<file path="config.mk">
export PLATFORM = sky130hd
export DESIGN_NAME = stage_id
export DESIGN_NICKNAME = d
export VERILOG_FILES = /design/src/source/rv_pkg.sv /design/src/source/branch_unit.sv /design/src/source/datapath_controller.sv /design/src/source/hazard_unit.sv /design/src/source/inst_decoder.sv /design/src/source/register_file.sv /design/src/source/stage_id.sv
export VERILOG_INCLUDE_DIRS = /design/src /design/src/source
export SDC_FILE = /design/constraint.sdc
export NUM_CORES = 2
export LEC_CHECK = 0
export BUFFER_PORTS_ARGS = -buffer_cell sky130_fd_sc_hd__clkbuf_2
export CORE_MARGIN = 5
export CORE_UTILIZATION = 45
export DETAILED_ROUTE_END_ITERATION = 6
export GPL_TIMING_DRIVEN = 0
export PLACE_DENSITY = 0.59
export REMOVE_ABC_BUFFERS = 1
export SLEW_MARGIN = 0
export SYNTH_ARGS = -nofsm -noshare
export SYNTH_HDL_FRONTEND = slang
export SYNTH_SLANG_ARGS = --single-unit
</file>
<file path="constraint.sdc">
create_clock -name i_clock -period 18.9 [get_ports i_clock]
set_input_delay 0.945 -clock i_clock [delete_from_list [all_inputs] [get_ports i_clock]]
set_output_delay 0.945 -clock i_clock [all_outputs]
set_load 0.005 [all_outputs]
</file>
<file path="src/source/rv_config.svh">
`ifndef RV_CONFIG_SVH
`define RV_CONFIG_SVH

// Core widths, RV32 only
`define RV_XLEN      32     // Data word width
`define RV_REG_COUNT 32     // Architectural registers x0..x31
`define RV_REG_AW    5      // Register number width

// addi x0, x0, 0
`define RV_NOP       32'h0000_0013

`endif

</file>
<file path="src/source/rv_pkg.sv">
`include "rv_config.svh"

package rv_pkg;

    typedef logic [`RV_XLEN-1:0]   data_t;
    typedef logic [31:0]           inst_t;
    typedef logic [31:0]           inst_addr_t;
    typedef logic [`RV_REG_AW-1:0] reg_addr_t;

    // Major opcodes, bits [6:0] of the instruction
    typedef enum logic [6:0] {
        OP_LUI    = 7'b0110111,
        OP_AUIPC  = 7'b0010111,
        OP_JAL    = 7'b1101111,
        OP_JALR   = 7'b1100111,
        OP_BRANCH = 7'b1100011,
        OP_LOAD   = 7'b0000011,
        OP_STORE  = 7'b0100011,
        OP_IMM    = 7'b0010011,
        OP_REG    = 7'b0110011,
        OP_FENCE  = 7'b0001111,
        OP_SYSTEM = 7'b1110011
    } op_code_t;

    typedef enum logic [3:0] {
        ADD, SUB, SLL, SLT, SLTU, XOR, SRL, SRA, OR, AND, COPY_B
    } alu_op_t;

    typedef enum logic [1:0] {WR_ALU, WR_MEM, WR_PC4} wr_data_sel_t;   // rd write source
    typedef enum logic [1:0] {A_REG, A_PC, A_ZERO} operand_a_sel_t;
    typedef enum logic [1:0] {B_REG, B_IMM} operand_b_sel_t;
    typedef enum logic [1:0] {PC_PLUS4, PC_BRANCH, PC_JALR} pc_sel_t;
    typedef enum logic [1:0] {FWD_REG, FWD_EX, FWD_MEM, FWD_WB} fwd_sel_t;

endpackage

</file>
<file path="src/source/branch_unit.sv">
module branch_unit (
    input  rv_pkg::data_t      i_data_a,   // Forwarded rs1
    input  rv_pkg::data_t      i_data_b,   // Forwarded rs2
    input  rv_pkg::inst_addr_t i_pc,
    input  rv_pkg::data_t      i_imm,
    input  rv_pkg::pc_sel_t    i_pc_sel,
    output logic               o_equal,
    output logic               o_less_signed,
    output logic               o_less_unsigned,
    output rv_pkg::inst_addr_t o_pc_next
);
    import rv_pkg::*;

    inst_addr_t pc_plus4;
    inst_addr_t pc_target;   // PC relative target, JAL and branches
    inst_addr_t jalr_target;

    // ---------------------------------------
    // Compare
    // ---------------------------------------
    assign o_equal         = (i_data_a == i_data_b);
    assign o_less_signed   = ($signed(i_data_a) < $signed(i_data_b));
    assign o_less_unsigned = (i_data_a < i_data_b);

    // ---------------------------------------
    // Next PC
    // ---------------------------------------
    assign pc_plus4    = i_pc + 32'd4;
    assign pc_target   = i_pc + i_imm;
    assign jalr_target = (i_data_a + i_imm) & ~32'd1;  // Bit 0 cleared

    always_comb begin
        case (i_pc_sel)
            PC_BRANCH: o_pc_next = pc_target;
            PC_JALR:   o_pc_next = jalr_target;
            default:   o_pc_next = pc_plus4;
        endcase
    end

endmodule

</file>
<file path="src/source/datapath_controller.sv">
module datapath_controller (
    input  rv_pkg::op_code_t       i_op,
    input  logic [2:0]             i_funct3,
    input  logic                   i_funct7_bit5,
    input  logic                   i_is_illegal,
    input  logic                   i_equal,          // rs1 == rs2
    input  logic                   i_less_signed,    // rs1 < rs2, signed
    input  logic                   i_less_unsigned,  // rs1 < rs2, unsigned
    output logic                   o_reg_wr_enable,
    output logic                   o_mem_wr_enable,
    output rv_pkg::wr_data_sel_t   o_reg_wr_data_sel,
    output rv_pkg::operand_a_sel_t o_operand_a_sel,
    output rv_pkg::operand_b_sel_t o_operand_b_sel,
    output rv_pkg::alu_op_t        o_alu_op,
    output rv_pkg::pc_sel_t        o_pc_sel
);
    import rv_pkg::*;

    logic br_taken;

    // funct3 to ALU op, alt is funct7 bit 5 where it applies
    function automatic alu_op_t alu_from_funct3(input logic [2:0] f3, input logic sub_en,
                                                input logic sra_en);
        alu_op_t op;
        case (f3)
            3'b000:  op = sub_en ? SUB : ADD;
            3'b001:  op = SLL;
            3'b010:  op = SLT;
            3'b011:  op = SLTU;
            3'b100:  op = XOR;
            3'b101:  op = sra_en ? SRA : SRL;
            3'b110:  op = OR;
            default: op = AND;
        endcase
        return op;
    endfunction

    // Branch condition by funct3
    always_comb begin
        case (i_funct3)
            3'b000:  br_taken = i_equal;          // BEQ
            3'b001:  br_taken = !i_equal;         // BNE
            3'b100:  br_taken = i_less_signed;    // BLT
            3'b101:  br_taken = !i_less_signed;   // BGE
            3'b110:  br_taken = i_less_unsigned;  // BLTU
            3'b111:  br_taken = !i_less_unsigned; // BGEU
            default: br_taken = 1'b0;             // Reserved, falls through
        endcase
    end

    always_comb begin
        // Defaults give a harmless no-write word
        o_reg_wr_enable   = 1'b0;
        o_mem_wr_enable   = 1'b0;
        o_reg_wr_data_sel = WR_ALU;
        o_operand_a_sel   = A_REG;
        o_operand_b_sel   = B_REG;
        o_alu_op          = ADD;
        o_pc_sel          = PC_PLUS4;
        if (!i_is_illegal) begin
            case (i_op)
                OP_LUI: begin
                    o_reg_wr_enable = 1'b1;
                    o_operand_a_sel = A_ZERO;  // 0 + imm
                    o_operand_b_sel = B_IMM;
                end
                OP_AUIPC: begin
                    o_reg_wr_enable = 1'b1;
                    o_operand_a_sel = A_PC;
                    o_operand_b_sel = B_IMM;
                end
                OP_JAL: begin
                    o_reg_wr_enable   = 1'b1;
                    o_reg_wr_data_sel = WR_PC4;  // Link address
                    o_pc_sel          = PC_BRANCH;
                end
                OP_JALR: begin
                    o_reg_wr_enable   = 1'b1;
                    o_reg_wr_data_sel = WR_PC4;
                    o_pc_sel          = PC_JALR;
                end
                OP_BRANCH: o_pc_sel = br_taken ? PC_BRANCH : PC_PLUS4;
                OP_LOAD: begin
                    o_reg_wr_enable   = 1'b1;
                    o_reg_wr_data_sel = WR_MEM;
                    o_operand_b_sel   = B_IMM;   // Address = rs1 + imm
                end
                OP_STORE: begin
                    o_mem_wr_enable = 1'b1;
                    o_operand_b_sel = B_IMM;
                end
                OP_IMM: begin
                    o_reg_wr_enable = 1'b1;
                    o_operand_b_sel = B_IMM;
                    // No SUBI, bit 30 is part of the immediate there
                    o_alu_op = alu_from_funct3(i_funct3, 1'b0, i_funct7_bit5);
                end
                OP_REG: begin
                    o_reg_wr_enable = 1'b1;
                    o_alu_op = alu_from_funct3(i_funct3, i_funct7_bit5, i_funct7_bit5);
                end
                default: o_pc_sel = PC_PLUS4;
            endcase
        end
    end

endmodule

</file>
<file path="src/source/hazard_unit.sv">
module hazard_unit (
    input  rv_pkg::reg_addr_t    i_rs1,
    input  rv_pkg::reg_addr_t    i_rs2,
    input  rv_pkg::reg_addr_t    i_ex_reg_wr_addr,
    input  logic                 i_ex_reg_wr_enable,
    input  rv_pkg::wr_data_sel_t i_ex_reg_wr_data_sel,
    input  logic                 i_ex_is_load,
    input  rv_pkg::reg_addr_t    i_mem_reg_wr_addr,
    input  logic                 i_mem_reg_wr_enable,
    input  logic                 i_mem_is_load,
    input  rv_pkg::reg_addr_t    i_wb_reg_wr_addr,
    input  logic                 i_wb_reg_wr_enable,
    output rv_pkg::fwd_sel_t     o_fwd_a_sel,
    output rv_pkg::fwd_sel_t     o_fwd_b_sel,
    output logic                 o_bubble   // Load-use stall request
);
    import rv_pkg::*;

    // Newest producer wins, x0 never forwards
    function automatic fwd_sel_t fwd_pick(input reg_addr_t rs);
        fwd_sel_t sel;
        if (rs == '0)
            sel = FWD_REG;
        else if (i_ex_reg_wr_enable && i_ex_reg_wr_addr == rs &&
                 i_ex_reg_wr_data_sel != WR_MEM)     // Load data not there yet
            sel = FWD_EX;
        else if (i_mem_reg_wr_enable && i_mem_reg_wr_addr == rs)
            sel = FWD_MEM;
        else if (i_wb_reg_wr_enable && i_wb_reg_wr_addr == rs)
            sel = FWD_WB;
        else
            sel = FWD_REG;
        return sel;
    endfunction

    // Source waits on a load still in EX or MEM
    function automatic logic load_hit(input reg_addr_t rs);
        return (rs != '0) &&
               ((i_ex_is_load && i_ex_reg_wr_addr == rs) ||
                (i_mem_is_load && i_mem_reg_wr_addr == rs));
    endfunction

    always_comb begin
        o_fwd_a_sel = fwd_pick(i_rs1);
        o_fwd_b_sel = fwd_pick(i_rs2);
        o_bubble    = load_hit(i_rs1) || load_hit(i_rs2);  // Fields tested even if unused
    end

endmodule

</file>
<file path="src/source/inst_decoder.sv">
module inst_decoder (
    input  rv_pkg::inst_t     i_inst,         // Fetched instruction
    output rv_pkg::op_code_t  o_op,           // Major opcode
    output logic [2:0]        o_funct3,
    output logic              o_funct7_bit5,  // SUB / SRA select
    output rv_pkg::reg_addr_t o_rs1,
    output rv_pkg::reg_addr_t o_rs2,
    output rv_pkg::reg_addr_t o_rd,
    output rv_pkg::data_t     o_imm,          // Sign extended immediate
    output logic              o_is_load,
    output logic              o_is_illegal
);
    import rv_pkg::*;

    data_t imm_i;
    data_t imm_s;
    data_t imm_b;
    data_t imm_u;
    data_t imm_j;

    // Fixed field positions, same for every format
    assign o_op          = op_code_t'(i_inst[6:0]);
    assign o_rd          = i_inst[11:7];
    assign o_funct3      = i_inst[14:12];
    assign o_rs1         = i_inst[19:15];
    assign o_rs2         = i_inst[24:20];
    assign o_funct7_bit5 = i_inst[30];

    // ---------------------------------------
    // Immediate formats
    // ---------------------------------------
    assign imm_i = {{20{i_inst[31]}}, i_inst[31:20]};
    assign imm_s = {{20{i_inst[31]}}, i_inst[31:25], i_inst[11:7]};
    assign imm_b = {{19{i_inst[31]}}, i_inst[31], i_inst[7], i_inst[30:25],
                    i_inst[11:8], 1'b0};                  // Offset in halfwords
    assign imm_u = {i_inst[31:12], 12'b0};
    assign imm_j = {{11{i_inst[31]}}, i_inst[31], i_inst[19:12], i_inst[20],
                    i_inst[30:21], 1'b0};

    always_comb begin
        o_imm        = '0;
        o_is_illegal = 1'b0;
        case (o_op)
            OP_LUI,
            OP_AUIPC:  o_imm = imm_u;
            OP_JAL:    o_imm = imm_j;
            OP_JALR,
            OP_LOAD,
            OP_IMM:    o_imm = imm_i;
            OP_BRANCH: o_imm = imm_b;
            OP_STORE:  o_imm = imm_s;
            OP_REG:    o_imm = '0;           // R type has no immediate
            // FENCE, SYSTEM, unknown opcodes, and low bits other than 11
            default:   o_is_illegal = 1'b1;
        endcase
    end

    assign o_is_load = (o_op == OP_LOAD);

endmodule

</file>
<file path="src/source/register_file.sv">
`include "rv_config.svh"

module register_file (
    input  logic              i_clock,
    input  logic              i_rst_n,
    input  logic              i_wr_enable,   // From WB
    input  rv_pkg::reg_addr_t i_wr_addr,
    input  rv_pkg::data_t     i_wr_data,
    input  rv_pkg::reg_addr_t i_rd_addr_a,   // rs1
    input  rv_pkg::reg_addr_t i_rd_addr_b,   // rs2
    output rv_pkg::data_t     o_rd_data_a,
    output rv_pkg::data_t     o_rd_data_b
);
    import rv_pkg::*;

    data_t regs [`RV_REG_COUNT];

    always_ff @(posedge i_clock or negedge i_rst_n) begin
        if (!i_rst_n) begin
            for (int i = 0; i < `RV_REG_COUNT; i++)
                regs[i] <= '0;
        end else if (i_wr_enable && i_wr_addr != '0) begin  // x0 stays zero
            regs[i_wr_addr] <= i_wr_data;
        end
    end

    // Asynchronous reads, same-cycle WB value comes through forwarding
    assign o_rd_data_a = (i_rd_addr_a == '0) ? '0 : regs[i_rd_addr_a];
    assign o_rd_data_b = (i_rd_addr_b == '0) ? '0 : regs[i_rd_addr_b];

endmodule

</file>
<file path="src/source/stage_id.sv">
module stage_id (
    input  logic                   i_clock,
    input  logic                   i_rst_n,
    input  rv_pkg::inst_t          i_inst,               // From IF
    input  rv_pkg::inst_addr_t     i_pc,
    input  rv_pkg::reg_addr_t      i_ex_reg_wr_addr,     // EX stage record
    input  logic                   i_ex_reg_wr_enable,
    input  rv_pkg::wr_data_sel_t   i_ex_reg_wr_data_sel,
    input  rv_pkg::data_t          i_ex_reg_wr_data,
    input  logic                   i_ex_is_load,
    input  rv_pkg::reg_addr_t      i_mem_reg_wr_addr,    // MEM stage record
    input  logic                   i_mem_reg_wr_enable,
    input  rv_pkg::data_t          i_mem_reg_wr_data,
    input  logic                   i_mem_is_load,
    input  rv_pkg::reg_addr_t      i_wb_reg_wr_addr,     // WB stage, also the RF write
    input  logic                   i_wb_reg_wr_enable,
    input  rv_pkg::data_t          i_wb_reg_wr_data,
    output rv_pkg::data_t          o_imm,
    output rv_pkg::data_t          o_data_a,             // Forwarded rs1
    output rv_pkg::data_t          o_data_b,             // Forwarded rs2
    output logic                   o_is_load,
    output logic                   o_is_illegal,
    output logic                   o_bubble,
    output rv_pkg::reg_addr_t      o_reg_wr_addr,        // rd
    output logic                   o_reg_wr_enable,
    output logic                   o_mem_wr_enable,
    output rv_pkg::wr_data_sel_t   o_reg_wr_data_sel,
    output rv_pkg::operand_a_sel_t o_operand_a_sel,
    output rv_pkg::operand_b_sel_t o_operand_b_sel,
    output rv_pkg::alu_op_t        o_alu_op,
    output rv_pkg::inst_addr_t     o_pc_next
);
    import rv_pkg::*;

    op_code_t   dec_op;
    logic [2:0] dec_funct3;
    logic       dec_funct7_bit5;
    reg_addr_t  dec_rs1;
    reg_addr_t  dec_rs2;
    pc_sel_t    ctrl_pc_sel;
    fwd_sel_t   fwd_a_sel;
    fwd_sel_t   fwd_b_sel;
    data_t      rf_data_a;
    data_t      rf_data_b;
    logic       br_equal;
    logic       br_less_signed;
    logic       br_less_unsigned;

    // ---------------------------------------
    // Decode and control
    // ---------------------------------------
    inst_decoder dec_i (
        .i_inst        (i_inst),
        .o_op          (dec_op),
        .o_funct3      (dec_funct3),
        .o_funct7_bit5 (dec_funct7_bit5),
        .o_rs1         (dec_rs1),
        .o_rs2         (dec_rs2),
        .o_rd          (o_reg_wr_addr),
        .o_imm         (o_imm),
        .o_is_load     (o_is_load),
        .o_is_illegal  (o_is_illegal)
    );

    datapath_controller ctrl_i (
        .i_op              (dec_op),
        .i_funct3          (dec_funct3),
        .i_funct7_bit5     (dec_funct7_bit5),
        .i_is_illegal      (o_is_illegal),      // Kills both write enables
        .i_equal           (br_equal),
        .i_less_signed     (br_less_signed),
        .i_less_unsigned   (br_less_unsigned),
        .o_reg_wr_enable   (o_reg_wr_enable),
        .o_mem_wr_enable   (o_mem_wr_enable),
        .o_reg_wr_data_sel (o_reg_wr_data_sel),
        .o_operand_a_sel   (o_operand_a_sel),
        .o_operand_b_sel   (o_operand_b_sel),
        .o_alu_op          (o_alu_op),
        .o_pc_sel          (ctrl_pc_sel)
    );

    hazard_unit haz_i (
        .i_rs1                (dec_rs1),
        .i_rs2                (dec_rs2),
        .i_ex_reg_wr_addr     (i_ex_reg_wr_addr),
        .i_ex_reg_wr_enable   (i_ex_reg_wr_enable),
        .i_ex_reg_wr_data_sel (i_ex_reg_wr_data_sel),
        .i_ex_is_load         (i_ex_is_load),
        .i_mem_reg_wr_addr    (i_mem_reg_wr_addr),
        .i_mem_reg_wr_enable  (i_mem_reg_wr_enable),
        .i_mem_is_load        (i_mem_is_load),
        .i_wb_reg_wr_addr     (i_wb_reg_wr_addr),
        .i_wb_reg_wr_enable   (i_wb_reg_wr_enable),
        .o_fwd_a_sel          (fwd_a_sel),
        .o_fwd_b_sel          (fwd_b_sel),
        .o_bubble             (o_bubble)        // Pipeline inserts the NOP
    );

    // ---------------------------------------
    // Operands
    // ---------------------------------------
    register_file rf_i (
        .i_clock     (i_clock),
        .i_rst_n     (i_rst_n),
        .i_wr_enable (i_wb_reg_wr_enable),
        .i_wr_addr   (i_wb_reg_wr_addr),
        .i_wr_data   (i_wb_reg_wr_data),
        .i_rd_addr_a (dec_rs1),
        .i_rd_addr_b (dec_rs2),
        .o_rd_data_a (rf_data_a),
        .o_rd_data_b (rf_data_b)
    );

    // 4 to 1 forwarding mux, shared by both operands
    function automatic data_t fwd_mux(input fwd_sel_t sel, input data_t reg_data);
        data_t val;
        case (sel)
            FWD_EX:  val = i_ex_reg_wr_data;
            FWD_MEM: val = i_mem_reg_wr_data;
            FWD_WB:  val = i_wb_reg_wr_data;
            default: val = reg_data;
        endcase
        return val;
    endfunction

    always_comb begin
        o_data_a = fwd_mux(fwd_a_sel, rf_data_a);
        o_data_b = fwd_mux(fwd_b_sel, rf_data_b);
    end

    // Branches resolve here on forwarded data
    branch_unit br_i (
        .i_data_a        (o_data_a),
        .i_data_b        (o_data_b),
        .i_pc            (i_pc),
        .i_imm           (o_imm),
        .i_pc_sel        (ctrl_pc_sel),
        .o_equal         (br_equal),
        .o_less_signed   (br_less_signed),
        .o_less_unsigned (br_less_unsigned),
        .o_pc_next       (o_pc_next)
    );

endmodule

</file>
Word level (Yosys, flattened, before mapping) --
Cells that the tools add are included.
Storage, ports and cells: logic and storage cells 154, input port bits 184, bits in registers 1024
Operators by class: reductions and logical operators 34, add/sub/neg operators 3, mux-type cells 44, bitwise gates (word level) 3, equal/unequal tests 32, order comparisons 6
Operators by type and width (number):
- $bwmux 1024 | 1
- $bmux 32 s5 | 2
- $mux 32 | 7
- $pmux 32 s3 | 2
- $demux 32 s5 | 1
- $pmux 32 s5 | 1
- $add 32x32->32 | 2
- $lt 32x32->1 | 2
- $pmux 32 s2 | 1
- $pmux 4 s7 | 2
- $add 32x3->32 const B | 1
- $eq 32x32->1 | 1
- $eq 5x5->1 | 6
- $mux 2 | 12
- $eq 7x6->1 const B | 3
- $eq 7x7->1 const B | 3
- $ge 6x6->1 const B | 3
- $not 5->6 | 3
- $logic_and 1x1->1 | 16
- $reduce_bool 5->1 | 3
- $eq 7x5->1 const B | 2
- $eq 3x3->1 const B | 4
- $eq 2x2->1 const B | 5
- $logic_not 5->1 | 2
- other kinds (20) | 37

Logic depth before layout (Yosys ltp) --
depth in word-level cells 16, gate-level depth with buffers 30, mapped depth without buffers 26

By module --
From an unflattened synthesis, not the netlist that was laid out.
Second synthesis, totals: cells, all modules 4527, area, all modules 62112.1 um2
Modules (own cells, without submodules):
- register_file | seq. area each 25624.6 um2, area each 53969.3 um2, cells an instance 3516, times used 1
- branch_unit | seq. area each 0.0 um2, area each 4931.0 um2, cells an instance 708, times used 1
- stage_id | seq. area each 0.0 um2, area each 1629.1 um2, cells an instance 78, times used 1
- inst_decoder | seq. area each 0.0 um2, area each 763.2 um2, cells an instance 111, times used 1
- hazard_unit | seq. area each 0.0 um2, area each 495.5 um2, cells an instance 66, times used 1
- datapath_controller | seq. area each 0.0 um2, area each 324.1 um2, cells an instance 48, times used 1

Least setup slack after synthesis --
Ideal clock, no wire load.
path type input-to-output, start point in i_inst[15], end point out o_pc_next[26], arrival 6846 ps, setup slack 11109 ps, buffers on the path 7, stages 26, cells stage by stage buf_6 > buf_2 > buf_2 > clkbuf_1 > buf_1 > mux4_2 > mux4_2 > mux2i_1 > o21ai_0 > ha_1 > a21o_1 > a21o_1 > a21o_1 > a21o_1 > a21oi_1 > o2111ai_1 > o21ai_0 > nand3_1 > xnor2_1 > a31oi_1 > a21oi_1 > ha_1 > clkbuf_1 > clkbuf_1 > a21oi_1 > a32oi_1
On the way: word-level cells in the longest chain between the ends 16, elaborated cells between the ends (all ways) 37
Ends and longest elaborated chain:
- from (decl) | RTL line stage_id.sv:4 | input rv_pkg::inst_t i_inst,
- $eq 5x5->1 | RTL line hazard_unit.sv:29 | else if (i_wb_reg_wr_enable && i_wb_reg_wr_addr == rs)
- $logic_and 1x1->1 | RTL line hazard_unit.sv:29
- $mux 2 | RTL line hazard_unit.sv:29
- $mux 2 | RTL line hazard_unit.sv:27 | else if (i_mem_reg_wr_enable && i_mem_reg_wr_addr == rs)
- $mux 2 | RTL line hazard_unit.sv:24 | else if (i_ex_reg_wr_enable && i_ex_reg_wr_addr == rs &&
- $mux 2 | RTL line hazard_unit.sv:22 | if (rs == '0)
- $eq 2x2->1 / $eq 2x1->1 (equally long branches) | RTL line stage_id.sv:117 | case (sel)
- $pmux 32 s3 * | RTL line stage_id.sv:117
- named net o_data_a[17] | RTL line stage_id.sv:19 | output rv_pkg::data_t o_data_a,
- $lt 32x32->1, or another cell as far along | RTL line branch_unit.sv:23 | assign o_less_unsigned = (i_data_a < i_data_b);
- $logic_not 1->1 (on tied branches) | RTL line datapath_controller.sv:46, datapath_controller.sv:42, datapath_controller.sv:44
- $pmux 1 s6 | RTL line datapath_controller.sv:40 | case (i_funct3)
- $mux 1 | RTL line datapath_controller.sv:82 | OP_BRANCH: o_pc_sel = br_taken ? PC_BRANCH : PC_PLUS4;
- $pmux 2 s3 | RTL line datapath_controller.sv:61 | case (i_op)
- $mux 2 | RTL line datapath_controller.sv:60 | if (!i_is_illegal) begin
- $eq 2x2->1 / $eq 2x1->1 (equally long branches) | RTL line branch_unit.sv:33 | case (i_pc_sel)
- $pmux 32 s2 * | RTL line branch_unit.sv:33
- to (decl) | RTL line stage_id.sv:31 | output rv_pkg::inst_addr_t o_pc_next
The timed path passes the listed nets; every way through them passes the cells marked *. The select of a mux whose other input is x is not followed.

Final worst setup path --
start point in i_inst[23], end point out o_pc_next[31]
On the way: word-level cells in the longest chain between the ends 16, elaborated cells between the ends (all ways) 37
Ends and longest elaborated chain (RTL line):
- $eq 5x5->1 | hazard_unit.sv:29
- $logic_and 1x1->1 | hazard_unit.sv:29
- $mux 2 | hazard_unit.sv:29
- $mux 2 | hazard_unit.sv:27
- $mux 2 | hazard_unit.sv:24
- $mux 2 | hazard_unit.sv:22
- $eq 2x2->1 / $eq 2x1->1 (equally long branches) | stage_id.sv:117
- $pmux 32 s3 | stage_id.sv:117
- $lt 32x32->1, or another cell as far along | branch_unit.sv:23
- $logic_not 1->1 (on tied branches) | datapath_controller.sv:46, datapath_controller.sv:42, datapath_controller.sv:44
- $pmux 1 s6 | datapath_controller.sv:40
- $mux 1 | datapath_controller.sv:82
- $pmux 2 s3 | datapath_controller.sv:61
- $mux 2 | datapath_controller.sv:60
- $eq 2x2->1 / $eq 2x1->1 (equally long branches) | branch_unit.sv:33
- $pmux 32 s2 * | branch_unit.sv:33
Mark *: on every way between the ends. The rest lies on a longest branch, timed or not. The select of a mux whose other input is x is not followed.

==> impl_metrics.ini <==
[power_and_ir_drop]
p_leak_nw = 30.6
comb_power_share = 0.252
p_seq_frac = 0.415
p_sw_frac = 0.292
internal-power_w = 0.00494
p_sw_w = 0.00204
clockPowerShare = 0.333
power.density_nw_per_um2 = 99.8
ir_drop_uv = 90.7

[die]
start_util = 0.452
rows = 135
die_w_um = 379
die_area_um2 = 143000
die_h_um = 379
coreArea_um2 = 135000
io_pins = 332

[logic_synthesis]
synth_compound_area_frac = 0.0522
synth-xor-area-share = 0.0163
post-synth-top-area-fraction = 0.419
synthMuxAreaShare = 0.422
synthFlopType = dfrtp_1
yosysUniqueCellTypes = 76
syn_area_um2 = 61100
synthSimpleGateAreaFrac = 0.0388
ys_seq_area_frac = 0.419
synth.largest_area_cell = dfrtp_1
synth-edff-count = 0
synth_seq_cells = 1024
synth_area_per_cell_um2 = 14.1
synth_top_family_by_area = multiplexers
synthCells = 4348
synthArstFlopShare = 1.00
synthTopCellsByArea = dfrtp_1 (42%), mux4_2 (23%), mux2_2 (18%), ha_1 (2.0%), clkbuf_1 (2.0%)
synth-adder-area-share = 0.0203
yosysWarningCount = 0

[detailed_routing]
wirelength_um = 215000
num_vias = 42200
vias_per_cell = 6.66
drc = 0
ant_nets = 0
drt_iter0_markers = 4229
wl_per_cell_um = 33.9
drt-pass1-iter-count = 7

[place]
dp_worst_setup_slack_ns = 6.73
port-buffer-count = 330
place_area_um2 = 66000
place_hpwl_um = 142000
place_congestion = 0.932
placed_cells = 6116

[timing]
period_minus_slack_ns = 12.41
tightest_slew_ns = 1.66
worst_slack_ns = 6.49
rsz0062_at_grt = false
relSlewSlack = -0.118
setup_viol = 0
final_hold_viol_count = 0
fin_skew_ns = 0
fmax_mhz = 80.6
period_share = 0.656
slew_violations = 16

[final_layout]
nFillCells = 11500
reg_top3 = rf_i.regs x1024
largest_register_ffs = 1024
layout.cells.non_filler = 6340
regMostFlops = rf_i.regs
final_nets = 4731
drive_gt1_frac = 0.504
multi_input_area_um2 = 33900
seqCellArea_um2 = 25600
area_delta_synth_final_pct = 14.3
stdcell_area_um2 = 69900

[critical_path]
cp-start-kind = primary input
cp-end-kind = output port
slowest_stage = nor3_1
crit_fanout = 34
critical_path.most_common_cell = buf_4
cp.arrival_ns = 11.46
cpPeakStageDelay_ns = 0.96
critPathRequiredTime_ns = 17.95
crit_type = in -> out

[min_path]
worstHoldPathType = in -> async

[cts]
clockBufferDepth = 3
cts_tree = done
postCtsResizedCells = 0
cts.sinks = 1024
clkTransAtPathRegs_ns = 0.06
clockRootBuffer = clkbuf_16
cts_hold_buf = 0
postCtsSetupRepairBufs = 0
htree_num_levels = 3
cts_buffers = 111
clock_latency_ns = 0.74

[run]
cap_violations = 5

[global_routing]
track_usage = 0.299
antenna_found_initial = 25
grt_pass1_vias = 42900
grt_pass1_wl_um = 310000
globalRouteOverflowTotal = 0
grt_max_degree = 111

[outcome]
failed_checks = capacitance limit, slew limit
outcome = complete, but fails checks
cell usage in the layout (no fill, tap or decap), drive strengths merged, types with 18 or more instances in the layout:
cell type / n
buf: 103
a21o: 57
o21ai: 78
a21oi: 97
a211oi: 27
mux4: 614
nand3: 40
clkbuf: 486
clkinv: 24
xnor2: 77
xor2: 37
inv: 53
nor2: 121
mux2i: 81
dfrtp: 1024
a22oi: 19
nand4: 18
nand2b: 26
nand2: 128
nor2b: 32
mux2: 992
ha: 96
a222oi: 44
metrics by stage:
step                power [W]  TNS [ns]  hold WS, ns   util
CTS                   0.00699         0        0.283  0.516
floorplan             0.00397         0        0.365      -
global route          0.00726         0        0.324  0.517
finish                0.00698         0        0.276  0.517
global placement      0.00469  -9916.71        0.376  0.468
detailed placement    0.00467         0        0.383  0.488
area by class of cell:
class | count | area share
inverters | 51 | 0.00274
repair buffers | 433 | 0.0569
multi-input cells | 2828 | 0.485
clock inverters | 50 | 0.00995
diodes | 17 | 0.000608
flip-flops and latches | 1024 | 0.367
well taps | 1781 | 0.0319
clock buffers | 156 | 0.0459
cell families after synthesis:
group / after synthesis
mux: 1687
flops: 1024
buf+inv: 496
simple gates: 476
compound gates: 452
xor+xnor: 114
fa+ha+maj: 98
other cells: 1
routing by layer:
| layer | vias up | wire length, um | share of wire | track usage |
|---|---|---|---|---|
| met5 | - | 128 | 0.00060 | 0 |
| met4 | 20 | 10400 | 0.048 | 0.134 |
| met3 | 414 | 18600 | 0.087 | 0.0656 |
| met2 | 1867 | 97000 | 0.45 | 0.456 |
| met1 | 22800 | 88800 | 0.41 | 0.415 |
| li1 | 17200 | - | - | - |
path summary, 6_finish.rpt:
kind / start / to / slack, ns / cells past startpoint
setup / recovery: i_inst[23] / o_pc_next[31] / 6.49 / 28
hold / removal: i_rst_n / rf_i.regs[333] / 0.28 / 1
setup reg to reg: rf_i.regs[322] / rf_i.regs[322] / 18.10 / 1
hold reg to reg: rf_i.regs[1011] / rf_i.regs[1011] / 0.39 / 0
max in group asynchronous: i_rst_n / rf_i.regs[583] / 16.62 / 4
min in group i_clock: rf_i.regs[1011] / rf_i.regs[1011] / 0.39 / 0
cells in the mapped netlist (all sizes together), types with 5 or more instances:
master,instances
dfrtp,1024
mux2,992
mux4,614
clkbuf,318
nand2,128
buf,127
nor2,121
a21oi,97
ha,96
mux2i,81
o21ai,78
xnor2,77
a21o,57
inv,51
a222oi,44
nand3,40
xor2,37
nor2b,32
a211oi,27
nand2b,26
a22oi,19
nand4,18
a221oi,17
and2,17
and3,17
nor3,17
a41oi,16
and4,14
a22o,12
o21a,12
nor3b,11
o22ai,11
nor4,9
o21bai,9
or2,8
nand3b,7
a31oi,6
o211ai,6
o221ai,6
a21boi,5
worst max-delay path, delay by kind of cell:
kind / cells / cell delay [ns]
AOI/OAI and AO/OA: 8 / 2.45
xor gates and xnor gates: 1 / 0.10
adders and majority gates: 2 / 1.17
buffers and inverters: 8 / 2.01
and+or+nand+nor: 9 / 4.57
power groups by stage:
| stage | Combinational (W) | Sequential, W | Clock, W |
|---|---|---|---|
| 6_report | 0.00176 | 0.00289 | 0.00232 |
| 5_1_grt | 0.00188 | 0.00295 | 0.00244 |
| 4_1_cts | 0.00175 | 0.00288 | 0.00236 |
| 3_5_place_dp | 0.00175 | 0.00292 | 0 |
| 3_3_place_gp | 0.00178 | 0.00291 | 0 |
| 2_1_floorplan | 0.00114 | 0.00283 | 0 |
Note: power is estimated with default switching activity, not from simulation.
